### config.mk
export PLATFORM = sky130hd
export DESIGN_NAME = hpdcache
export DESIGN_NICKNAME = d
export VERILOG_FILES = /design/src/common/hpdcache_pkg.sv /design/src/common/hpdcache_refill_if.sv /design/src/design/hpdcache_fxarb.sv /design/src/lookup/hpdcache_lookup.sv /design/src/miss_handler/hpdcache_miss_handler.sv /design/src/design/hpdcache.sv
export SDC_FILE = /design/constraint.sdc
export NUM_CORES = 2
export LEC_CHECK = 0
export BUFFER_PORTS_ARGS = -buffer_cell sky130_fd_sc_hd__buf_2
export CAP_MARGIN = 20
export CELL_PAD_IN_SITES_DETAIL_PLACEMENT = 1
export CELL_PAD_IN_SITES_GLOBAL_PLACEMENT = 1
export CORE_MARGIN = 8
export CORE_UTILIZATION = 53
export CTS_BUF_LIST = sky130_fd_sc_hd__clkbuf_4 sky130_fd_sc_hd__clkbuf_8 sky130_fd_sc_hd__clkbuf_16
export DETAILED_ROUTE_END_ITERATION = 10
export PLACE_DENSITY_LB_ADDON = 0.15
export SYNTH_ARGS = -nofsm -noshare
export SYNTH_HDL_FRONTEND = slang
export SYNTH_HIERARCHICAL = 1
export SYNTH_SLANG_ARGS = --single-unit
### constraint.sdc
create_clock -name clk_i -period 15.1 [get_ports clk_i]
set_input_delay 0.755 -clock clk_i [delete_from_list [all_inputs] [get_ports clk_i]]
set_output_delay 0.755 -clock clk_i [all_outputs]
set_load 0.03 [all_outputs]
### src/common/hpdcache_pkg.sv
// Cache geometry, address field helpers and request/response types
package hpdcache_pkg;

    localparam int NREQUESTERS    = 2;
    localparam int RSP_SOURCES    = 2;
    localparam int ADDR_WIDTH     = 16;
    localparam int WORD_WIDTH     = 32;
    localparam int WORDS_PER_LINE = 4;
    localparam int LINE_WIDTH     = WORD_WIDTH * WORDS_PER_LINE;
    localparam int SETS           = 16;
    localparam int OFFSET_WIDTH   = $clog2(LINE_WIDTH / 8);
    localparam int SET_WIDTH      = $clog2(SETS);
    localparam int NLINE_WIDTH    = ADDR_WIDTH - OFFSET_WIDTH;
    localparam int TAG_WIDTH      = NLINE_WIDTH - SET_WIDTH;
    localparam int WORD_IDX_WIDTH = $clog2(WORDS_PER_LINE);
    localparam int SID_WIDTH      = 1;
    localparam int TID_WIDTH      = 4;

    typedef logic [ADDR_WIDTH-1:0]     hpdcache_addr_t;
    typedef logic [NLINE_WIDTH-1:0]    hpdcache_nline_t;
    typedef logic [TAG_WIDTH-1:0]      hpdcache_tag_t;
    typedef logic [SET_WIDTH-1:0]      hpdcache_set_t;
    typedef logic [WORD_IDX_WIDTH-1:0] hpdcache_word_t;
    typedef logic [WORD_WIDTH-1:0]     hpdcache_data_t;
    typedef logic [LINE_WIDTH-1:0]     hpdcache_line_t;
    typedef logic [SID_WIDTH-1:0]      hpdcache_sid_t;
    typedef logic [TID_WIDTH-1:0]      hpdcache_tid_t;

    typedef struct packed {
        hpdcache_addr_t addr;
        hpdcache_sid_t  sid;
        hpdcache_tid_t  tid;
    } hpdcache_req_t;

    typedef struct packed {
        hpdcache_data_t data;
        hpdcache_sid_t  sid;
        hpdcache_tid_t  tid;
    } hpdcache_rsp_t;

    function automatic hpdcache_nline_t get_nline(hpdcache_addr_t addr);
        return addr[ADDR_WIDTH-1:OFFSET_WIDTH];
    endfunction

    // Word index sits just below the line number
    function automatic hpdcache_word_t get_word(hpdcache_addr_t addr);
        return addr[OFFSET_WIDTH-1 -: WORD_IDX_WIDTH];
    endfunction

    function automatic hpdcache_set_t get_set(hpdcache_nline_t nline);
        return nline[SET_WIDTH-1:0];
    endfunction

    function automatic hpdcache_tag_t get_tag(hpdcache_nline_t nline);
        return nline[NLINE_WIDTH-1:SET_WIDTH];
    endfunction

    function automatic hpdcache_data_t select_word(hpdcache_line_t line, hpdcache_word_t word);
        return line[int'(word) * WORD_WIDTH +: WORD_WIDTH];
    endfunction

endpackage

### src/common/hpdcache_refill_if.sv
// Miss request path from lookup to miss handler, with refill write and completion back
`timescale 1ns/10ps
interface hpdcache_refill_if;

    // Miss request
    logic                          miss_valid;
    logic                          miss_ready;
    hpdcache_pkg::hpdcache_req_t   miss_req;
    logic                          miss_alloc;

    // One-cycle array write
    logic                          refill_write;
    hpdcache_pkg::hpdcache_nline_t refill_nline;
    hpdcache_pkg::hpdcache_line_t  refill_line;

    // Miss response handed over
    logic                          miss_done;

    modport lookup (
        output miss_valid, miss_req, miss_alloc,
        input  miss_ready, refill_write, refill_nline, refill_line, miss_done
    );

    modport miss_handler (
        input  miss_valid, miss_req, miss_alloc,
        output miss_ready, refill_write, refill_nline, refill_line, miss_done
    );

endinterface

### src/design/hpdcache_fxarb.sv
// Fixed-priority arbiter with grant lock and payload multiplexer
`timescale 1ns/10ps
module hpdcache_fxarb #(
    parameter int  N         = 2,
    parameter type payload_t = logic
) (
    input  logic         clk_i,
    input  logic         rst_n_i,
    input  logic [N-1:0] req_valid_i,
    input  payload_t     payload_i [N],
    input  logic         ready_i,
    output logic [N-1:0] req_ready_o,
    output logic         valid_o,
    output payload_t     payload_o,
    output logic [N-1:0] gnt_o
);

    logic [N-1:0] gnt_prio;
    logic [N-1:0] gnt_q;
    logic         lock_q;

    // Lowest index wins
    always_comb begin
        gnt_prio = '0;
        for (int i = N - 1; i >= 0; i--) begin
            if (req_valid_i[i]) begin
                gnt_prio    = '0;
                gnt_prio[i] = 1'b1;
            end
        end
    end

    // Grant held while the output is stalled so the payload stays put
    assign gnt_o       = lock_q ? gnt_q : gnt_prio;
    assign valid_o     = |(gnt_o & req_valid_i);
    assign req_ready_o = gnt_o & {N{ready_i}};

    always_comb begin
        payload_o = payload_i[0];
        for (int i = 1; i < N; i++) begin
            if (gnt_o[i]) begin
                payload_o = payload_i[i];
            end
        end
    end

    always_ff @(posedge clk_i or negedge rst_n_i) begin
        if (!rst_n_i) begin
            lock_q <= 1'b0;
            gnt_q  <= '0;
        end else begin
            lock_q <= valid_o & ~ready_i;
            gnt_q  <= gnt_o;
        end
    end

    payload_stable_a: assert property (@(posedge clk_i) disable iff (!rst_n_i)
        valid_o && !ready_i |=> valid_o && $stable(payload_o));

endmodule

### src/lookup/hpdcache_lookup.sv
// Lookup stage with request register, direct-mapped arrays and hit response register
`timescale 1ns/10ps
module hpdcache_lookup (
    input  logic                        clk_i,
    input  logic                        rst_n_i,
    input  logic                        req_valid_i,
    input  hpdcache_pkg::hpdcache_req_t req_i,
    input  logic                        cfg_enable_i,
    input  logic                        rsp_ready_i,
    output logic                        req_ready_o,
    output logic                        rsp_valid_o,
    output hpdcache_pkg::hpdcache_rsp_t rsp_o,
    output logic                        evt_read_req_o,
    output logic                        evt_read_miss_o,
    hpdcache_refill_if.lookup           refill
);

    hpdcache_pkg::hpdcache_tag_t   tag_q  [hpdcache_pkg::SETS];
    hpdcache_pkg::hpdcache_line_t  data_q [hpdcache_pkg::SETS];
    logic [hpdcache_pkg::SETS-1:0] valid_q;

    logic                          st1_valid_q;
    logic                          st1_enable_q;
    hpdcache_pkg::hpdcache_req_t   st1_req_q;
    hpdcache_pkg::hpdcache_nline_t st1_nline;
    hpdcache_pkg::hpdcache_set_t   st1_set;
    hpdcache_pkg::hpdcache_set_t   refill_set;
    logic                          hit;
    logic                          st1_to_st2;
    logic                          req_accept;
    logic                          miss_xfer;
    logic                          miss_pending_q;

    assign st1_nline  = hpdcache_pkg::get_nline(st1_req_q.addr);
    assign st1_set    = hpdcache_pkg::get_set(st1_nline);
    assign refill_set = hpdcache_pkg::get_set(refill.refill_nline);

    // Caching off forces a miss
    assign hit = st1_valid_q & st1_enable_q & valid_q[st1_set]
               & (tag_q[st1_set] == hpdcache_pkg::get_tag(st1_nline));

    // Hit moves on when the response slot is free or being emptied
    assign st1_to_st2  = hit & (~rsp_valid_o | rsp_ready_i);
    assign miss_xfer   = refill.miss_valid & refill.miss_ready;
    assign req_ready_o = ~miss_pending_q & (~st1_valid_q | st1_to_st2);
    assign req_accept  = req_valid_i & req_ready_o;

    assign refill.miss_valid = st1_valid_q & ~hit;
    assign refill.miss_req   = st1_req_q;
    assign refill.miss_alloc = st1_enable_q;

    always_ff @(posedge clk_i or negedge rst_n_i) begin
        if (!rst_n_i) begin
            st1_valid_q     <= 1'b0;
            rsp_valid_o     <= 1'b0;
            miss_pending_q  <= 1'b0;
            valid_q         <= '0;
            evt_read_req_o  <= 1'b0;
            evt_read_miss_o <= 1'b0;
        end else begin
            if (req_accept) begin
                st1_valid_q <= 1'b1;
            end else if (st1_to_st2 || miss_xfer) begin
                st1_valid_q <= 1'b0;
            end

            if (st1_to_st2) begin
                rsp_valid_o <= 1'b1;
            end else if (rsp_ready_i) begin
                rsp_valid_o <= 1'b0;
            end

            // Blocked from the miss transfer until the miss response leaves
            if (miss_xfer) begin
                miss_pending_q <= 1'b1;
            end else if (refill.miss_done) begin
                miss_pending_q <= 1'b0;
            end

            if (refill.refill_write) begin
                valid_q[refill_set] <= 1'b1;
            end

            evt_read_req_o  <= req_accept;
            evt_read_miss_o <= miss_xfer;
        end
    end

    always_ff @(posedge clk_i) begin
        if (req_accept) begin
            st1_req_q    <= req_i;
            st1_enable_q <= cfg_enable_i;
        end
        if (st1_to_st2) begin
            rsp_o.data <= hpdcache_pkg::select_word(data_q[st1_set],
                                                    hpdcache_pkg::get_word(st1_req_q.addr));
            rsp_o.sid  <= st1_req_q.sid;
            rsp_o.tid  <= st1_req_q.tid;
        end
        if (refill.refill_write) begin
            tag_q[refill_set]  <= hpdcache_pkg::get_tag(refill.refill_nline);
            data_q[refill_set] <= refill.refill_line;
        end
    end

    no_accept_on_miss_a: assert property (@(posedge clk_i) disable iff (!rst_n_i)
        !refill.miss_ready |-> !req_accept);

    refill_in_miss_a: assert property (@(posedge clk_i) disable iff (!rst_n_i)
        refill.refill_write |-> miss_pending_q && !st1_valid_q);

endmodule

### src/miss_handler/hpdcache_miss_handler.sv
// Blocking miss handler with one line fetch, refill strobe and miss response
`timescale 1ns/10ps
module hpdcache_miss_handler (
    input  logic                          clk_i,
    input  logic                          rst_n_i,
    input  logic                          mem_req_ready_i,
    input  logic                          mem_rsp_valid_i,
    input  hpdcache_pkg::hpdcache_line_t  mem_rsp_data_i,
    input  logic                          rsp_ready_i,
    output logic                          mem_req_valid_o,
    output hpdcache_pkg::hpdcache_nline_t mem_req_nline_o,
    output logic                          rsp_valid_o,
    output hpdcache_pkg::hpdcache_rsp_t   rsp_o,
    hpdcache_refill_if.miss_handler       refill
);

    typedef enum logic [1:0] {
        MISS_IDLE,
        MISS_MEM_REQ,
        MISS_WAIT_LINE,
        MISS_RESPOND
    } miss_state_e;

    miss_state_e                  state_q;
    hpdcache_pkg::hpdcache_req_t  req_q;
    logic                         alloc_q;
    hpdcache_pkg::hpdcache_line_t line_q;
    logic                         refill_write_q;

    assign refill.miss_ready = (state_q == MISS_IDLE);
    assign mem_req_valid_o   = (state_q == MISS_MEM_REQ);
    assign mem_req_nline_o   = hpdcache_pkg::get_nline(req_q.addr);
    assign rsp_valid_o       = (state_q == MISS_RESPOND);

    // Requested word picked out of the fetched line
    assign rsp_o = '{
        data: hpdcache_pkg::select_word(line_q, hpdcache_pkg::get_word(req_q.addr)),
        sid:  req_q.sid,
        tid:  req_q.tid
    };

    assign refill.refill_write = refill_write_q;
    assign refill.refill_nline = mem_req_nline_o;
    assign refill.refill_line  = line_q;
    assign refill.miss_done    = rsp_valid_o & rsp_ready_i;

    always_ff @(posedge clk_i or negedge rst_n_i) begin
        if (!rst_n_i) begin
            state_q        <= MISS_IDLE;
            refill_write_q <= 1'b0;
        end else begin
            refill_write_q <= 1'b0;
            case (state_q)
                MISS_IDLE: begin
                    if (refill.miss_valid) begin
                        state_q <= MISS_MEM_REQ;
                    end
                end
                MISS_MEM_REQ: begin
                    if (mem_req_ready_i) begin
                        state_q <= MISS_WAIT_LINE;
                    end
                end
                MISS_WAIT_LINE: begin
                    if (mem_rsp_valid_i) begin
                        state_q        <= MISS_RESPOND;
                        refill_write_q <= alloc_q;
                    end
                end
                MISS_RESPOND: begin
                    if (rsp_ready_i) begin
                        state_q <= MISS_IDLE;
                    end
                end
                default: state_q <= MISS_IDLE;
            endcase
        end
    end

    always_ff @(posedge clk_i) begin
        if (refill.miss_valid && refill.miss_ready) begin
            req_q   <= refill.miss_req;
            alloc_q <= refill.miss_alloc;
        end
        if (state_q == MISS_WAIT_LINE && mem_rsp_valid_i) begin
            line_q <= mem_rsp_data_i;
        end
    end

    // Memory must only answer an accepted line fetch
    mem_rsp_in_wait_a: assert property (@(posedge clk_i) disable iff (!rst_n_i)
        mem_rsp_valid_i |-> state_q == MISS_WAIT_LINE);

endmodule

### src/design/hpdcache.sv
// Read-only data cache top with request arbitration, lookup, miss handling, response routing
`timescale 1ns/10ps
module hpdcache (
    input  logic                                                           clk_i,
    input  logic                                                           rst_n_i,
    input  logic [hpdcache_pkg::NREQUESTERS-1:0]                           core_req_valid_i,
    output logic [hpdcache_pkg::NREQUESTERS-1:0]                           core_req_ready_o,
    input  logic [hpdcache_pkg::NREQUESTERS-1:0][hpdcache_pkg::ADDR_WIDTH-1:0] core_req_addr_i,
    input  logic [hpdcache_pkg::NREQUESTERS-1:0][hpdcache_pkg::TID_WIDTH-1:0]  core_req_tid_i,
    output logic [hpdcache_pkg::NREQUESTERS-1:0]                           core_rsp_valid_o,
    input  logic [hpdcache_pkg::NREQUESTERS-1:0]                           core_rsp_ready_i,
    output logic [hpdcache_pkg::WORD_WIDTH-1:0]                            core_rsp_data_o,
    output logic [hpdcache_pkg::TID_WIDTH-1:0]                             core_rsp_tid_o,
    input  logic                                                           mem_req_ready_i,
    output logic                                                           mem_req_valid_o,
    output logic [hpdcache_pkg::NLINE_WIDTH-1:0]                           mem_req_nline_o,
    input  logic                                                           mem_rsp_valid_i,
    input  logic [hpdcache_pkg::LINE_WIDTH-1:0]                            mem_rsp_data_i,
    input  logic                                                           cfg_enable_i,
    output logic                                                           evt_read_req_o,
    output logic                                                           evt_read_miss_o
);

    hpdcache_pkg::hpdcache_req_t             core_req [hpdcache_pkg::NREQUESTERS];
    logic [hpdcache_pkg::NREQUESTERS-1:0]    req_gnt;
    logic                                    arb_req_valid;
    logic                                    arb_req_ready;
    hpdcache_pkg::hpdcache_req_t             arb_req_raw;
    hpdcache_pkg::hpdcache_req_t             arb_req;
    hpdcache_pkg::hpdcache_sid_t             arb_sid;

    logic                                    lookup_rsp_valid;
    hpdcache_pkg::hpdcache_rsp_t             lookup_rsp;
    logic                                    miss_rsp_valid;
    hpdcache_pkg::hpdcache_rsp_t             miss_rsp;
    hpdcache_pkg::hpdcache_rsp_t             rsp_in [hpdcache_pkg::RSP_SOURCES];
    logic [hpdcache_pkg::RSP_SOURCES-1:0]    rsp_in_ready;
    logic                                    rsp_valid;
    logic                                    rsp_ready;
    hpdcache_pkg::hpdcache_rsp_t             rsp;

    hpdcache_refill_if refill_if ();

    for (genvar gen_i = 0; gen_i < hpdcache_pkg::NREQUESTERS; gen_i++) begin : gen_core_req
        assign core_req[gen_i] = '{
            addr: core_req_addr_i[gen_i],
            sid:  '0,
            tid:  core_req_tid_i[gen_i]
        };
    end

    hpdcache_fxarb #(
        .N          (hpdcache_pkg::NREQUESTERS),
        .payload_t  (hpdcache_pkg::hpdcache_req_t)
    ) req_arbiter_i (
        .clk_i,
        .rst_n_i,
        .req_valid_i (core_req_valid_i),
        .payload_i   (core_req),
        .ready_i     (arb_req_ready),
        .req_ready_o (core_req_ready_o),
        .valid_o     (arb_req_valid),
        .payload_o   (arb_req_raw),
        .gnt_o       (req_gnt)
    );

    // Source id is the index of the granted requester
    always_comb begin
        arb_sid = '0;
        for (int i = 0; i < hpdcache_pkg::NREQUESTERS; i++) begin
            if (req_gnt[i]) begin
                arb_sid = hpdcache_pkg::hpdcache_sid_t'(i);
            end
        end
    end

    assign arb_req = '{addr: arb_req_raw.addr, sid: arb_sid, tid: arb_req_raw.tid};

    hpdcache_lookup lookup_i (
        .clk_i,
        .rst_n_i,
        .req_valid_i     (arb_req_valid),
        .req_i           (arb_req),
        .cfg_enable_i,
        .rsp_ready_i     (rsp_in_ready[1]),
        .req_ready_o     (arb_req_ready),
        .rsp_valid_o     (lookup_rsp_valid),
        .rsp_o           (lookup_rsp),
        .evt_read_req_o,
        .evt_read_miss_o,
        .refill          (refill_if)
    );

    hpdcache_miss_handler miss_handler_i (
        .clk_i,
        .rst_n_i,
        .mem_req_ready_i,
        .mem_rsp_valid_i,
        .mem_rsp_data_i,
        .rsp_ready_i     (rsp_in_ready[0]),
        .mem_req_valid_o,
        .mem_req_nline_o,
        .rsp_valid_o     (miss_rsp_valid),
        .rsp_o           (miss_rsp),
        .refill          (refill_if)
    );

    // Miss responses take priority over hits
    assign rsp_in[0] = miss_rsp;
    assign rsp_in[1] = lookup_rsp;

    hpdcache_fxarb #(
        .N          (hpdcache_pkg::RSP_SOURCES),
        .payload_t  (hpdcache_pkg::hpdcache_rsp_t)
    ) rsp_arbiter_i (
        .clk_i,
        .rst_n_i,
        .req_valid_i ({lookup_rsp_valid, miss_rsp_valid}),
        .payload_i   (rsp_in),
        .ready_i     (rsp_ready),
        .req_ready_o (rsp_in_ready),
        .valid_o     (rsp_valid),
        .payload_o   (rsp),
        .gnt_o       ()
    );

    always_comb begin
        for (int i = 0; i < hpdcache_pkg::NREQUESTERS; i++) begin
            core_rsp_valid_o[i] = rsp_valid && (int'(rsp.sid) == i);
        end
    end

    assign rsp_ready       = core_rsp_ready_i[rsp.sid];
    assign core_rsp_data_o = rsp.data;
    assign core_rsp_tid_o  = rsp.tid;

endmodule

==> summary.txt <==
Floorplan
  – Die X: 433 µm
  – Die area: 187000 µm²
  – Cell Rows: 153
  – Starting Density: 0.532
  – Core area: 173000 µm²
  – Chip height: 433 µm
  – Top-Level Pins: 232

Timing
  – Worst Skew: 0.0371 ns
  – Max transition margin: 0.251
  – RSZ-0062 raised after global routing: false
  – Max-slew violations: 0
  – Final worst path period share: 0.416
  – Setup-failing EPs final: 0
  – Final Hold Fails: 0
  – FMAX: 159 MHz
  – Worst slew pin tran: 1.12 ns
  – Post-route setup TNS: 0 ns
  – Min cycle time layout: 6.29 ns

Worst setup path
  – WP data arrival: 5.53 ns
  – Critical Path, Cell by Cell: buf_4, buf_12, mux2_2, a2bb2oi_1, o211ai_1, xor2_1, o211ai_1, a211o_1, o21a_1, nor2_1, and2b_2, buf_2
  – Delay-heaviest family, CP: buffers and inverters
  – Worst setup path category: flop to output pin
  – WP data required: 14.35 ns
  – WP buf/inv: 3
  – Reg2Reg Capture Point: lookup_i/rsp_o[31]
  – CP most frequent cell: o211ai_1
  – Worst setup endpoint: core_req_ready_o[1]
  – CP max stage delay: 0.94 ns
  – WP depth: 12
  – Slowest library cell on the worst path: dfxtp_4
  – R2R depth: 10
  – CP max FO: 112
  – Crit. End Element: output pin
  – Register-to-Register Setup Slack: 9.19 ns
  – Setup crit start kind: flop

Clocking
  – Worst-path clk slew: 0.06 ns
  – Maximum clock insertion buffer count: 3
  – Clk_lat worst skew: 0.86 ns
  – CTS resizes: 0
  – Clock root cell: clkbuf_16
  – Htree depth: 4
  – CTS Hold Bufs: 1
  – Clock sink count: 2415
  – TritonCTS Buffers: 235
  – Post-CTS setup buffer count: 0
  – CTS tree: yes

Power
  – Leakage: 32.8 nW
  – Combinational Power Share: 0.155
  – Worst VDD drop: 0.132 mV
  – Clock Power Share: 0.353
  – Net Switching: 4.20 mW
  – Switch share: 0.252
  – Int Pwr: 12.4 mW
  – Cell Pwr Density: 160 nW/µm²
  – Flop pwr share: 0.492

Drt
  – Routed WL: 226000 µm
  – Vias: 41.3k
  – Drt first-iter violations: 4734
  – Wire length per cell: 34.7 µm
  – Residual DRC: 0
  – Number of detailed-route iterations in the first pass: 5
  – Via/cell ratio: 6.33
  – Antenna Violating Nets Remaining: 0

Placed design
  – Buffers on Ports: 227
  – Post-DP HPWL: 118000 µm
  – Cell Count Post-Placement: 6083
  – Post-DP Area: 96000 µm²
  – RD Place Congestion: 0.716

Cells and area
  – Final net count: 4180
  – Post-Layout Cell Count: 6526
  – Area taken by multi-input logic gates: 18700 µm²
  – Share of layout cells above drive strength 1: 0.365
  – FF+latch area: 72300 µm²
  – Area Growth Syn to Fin: 12.7%
  – Final Cell Area: 104000 µm²
  – Number of fill cells in the layout: 13.8k

Synthesis
  – Post-Syn Instances: 3652
  – Mean Syn Cell Area: 25.2 µm²
  – Post-Syn Nets: 3834
  – Mapped Area: 92100 µm²
  – Synthesis Warnings: 6

Global route
  – Vias in the first global route: 44.2k
  – GRT overflow: 0
  – Total Routing Usage GR: 0.241
  – Initial antenna violation count: 13
  – Pin count of the biggest net entering global routing: 131
  – Global-route wire length before repair: 322000 µm

Flow run
  – Maxcap violations: 0

Outcome
  – Run status: completed

Worst hold path
  – Hold Crit Class: input port to flop
power groups by stage:
| stage | clock network, mW | logic [mW] | registers, mW |
|---|---|---|---|
| after floorplan | 0 | 1.91 | 8.14 |
| after global placement | 0 | 2.58 | 8.29 |
| after detailed placement | 0 | 2.61 | 8.33 |
| after CTS | 5.99 | 2.62 | 8.19 |
| after global routing | 6.20 | 2.72 | 8.23 |
| final | 5.88 | 2.57 | 8.19 |
worst reg2reg max path: cells and delay by family, from the launching register on:
kind	cells	cell delay, ns
buffers and inverters	3	2.17
DFF	1	0.94
muxes	1	0.42
AOI/OAI and AO/OA	4	0.90
xor gates and xnor gates	1	0.17
and+or+nand+nor	1	0.87
cell usage in the layout (no fill, tap or decap), drive strengths merged, types with 10 or more instances in the layout:
| cell type | instances |
|---|---|
| clkbuf | 281 |
| buf | 314 |
| nor2 | 21 |
| edfxtp | 2381 |
| clkinv | 119 |
| nor2b | 19 |
| or2 | 16 |
| nand2 | 31 |
| bufinv | 26 |
| mux2 | 86 |
| mux2i | 32 |
| a211oi | 10 |
| dfrtp | 30 |
| mux4 | 710 |
| o21ai | 11 |
| inv | 15 |
cell type report:
cell class	count	area share
clock buffers	281	0.0612
clock inverters	158	0.0140
diodes	1	0.0000241
repair buffers	315	0.0191
flip-flops and latches	2415	0.697
multi-input cells	1023	0.181
inverters	8	0.000313
well taps	2325	0.0280
state kept, by name, indices dropped and copies added (netlist names), named ones only:
register and count:
lookup_i/data_q 2048, lookup_i/tag_q 128, miss_handler_i/refill.refill_line 128, lookup_i/rsp_o 37, lookup_i/refill.miss_req 19, lookup_i/valid_q 16
miss_handler_i/mem_req_nline_o 12, miss_handler_i/rsp_o 5, miss_handler_i/req_q 2, miss_handler_i/state_q 2, req_arbiter_i/gnt_q 2, rsp_arbiter_i/gnt_q 2
lookup_i/evt_read_miss_o 1, lookup_i/evt_read_req_o 1, lookup_i/miss_pending_q 1, lookup_i/refill.miss_alloc 1, lookup_i/rsp_valid_o 1, lookup_i/st1_valid_q 1
miss_handler_i/alloc_q 1, miss_handler_i/refill.refill_write 1, req_arbiter_i/lock_q 1, rsp_arbiter_i/lock_q 1
routing by layer:
metal | wire (µm) | global-route usage | vias to the layer above | part of all wire
li1 | - | - | 16500 | -
met3 | 16700 | 0.0428 | 260 | 0.074
met4 | 4060 | 0.0501 | 2 | 0.018
met2 | 110000 | 0.385 | 1699 | 0.48
met1 | 96000 | 0.356 | 22800 | 0.42
met5 | 13 | 0 | - | 0.000057
worst min-delay path by stage:
stage,start,endpoint,slack (ns),depth (start not counted)
after floorplan,lookup_i/refill.miss_req[0],lookup_i/rsp_o[0],0.42,0
after global placement,lookup_i/refill.miss_req[2],lookup_i/rsp_o[2],0.42,0
after detailed placement,lookup_i/refill.miss_req[2],miss_handler_i/rsp_o[2],0.43,0
after CTS,mem_rsp_data_i[35],miss_handler_i/refill.refill_line[35],0.008,1
after global routing,mem_rsp_data_i[49],miss_handler_i/refill.refill_line[49],0.03,1
final,mem_rsp_data_i[35],miss_handler_i/refill.refill_line[35],0.08,1
through the flow:
step                hold slack [ns]  utilization  setup WS, ns  power [mW]
floorplan                     0.421            -          3.88        10.1
finish                       0.0798        0.599          8.81        16.6
CTS                         0.00751        0.599          8.55        16.8
detailed placement            0.431        0.554          9.13        10.9
global placement              0.423        0.554          9.16        10.9
global route                 0.0294        0.599          8.40        17.1
Power figures use the tool's default switching activity.
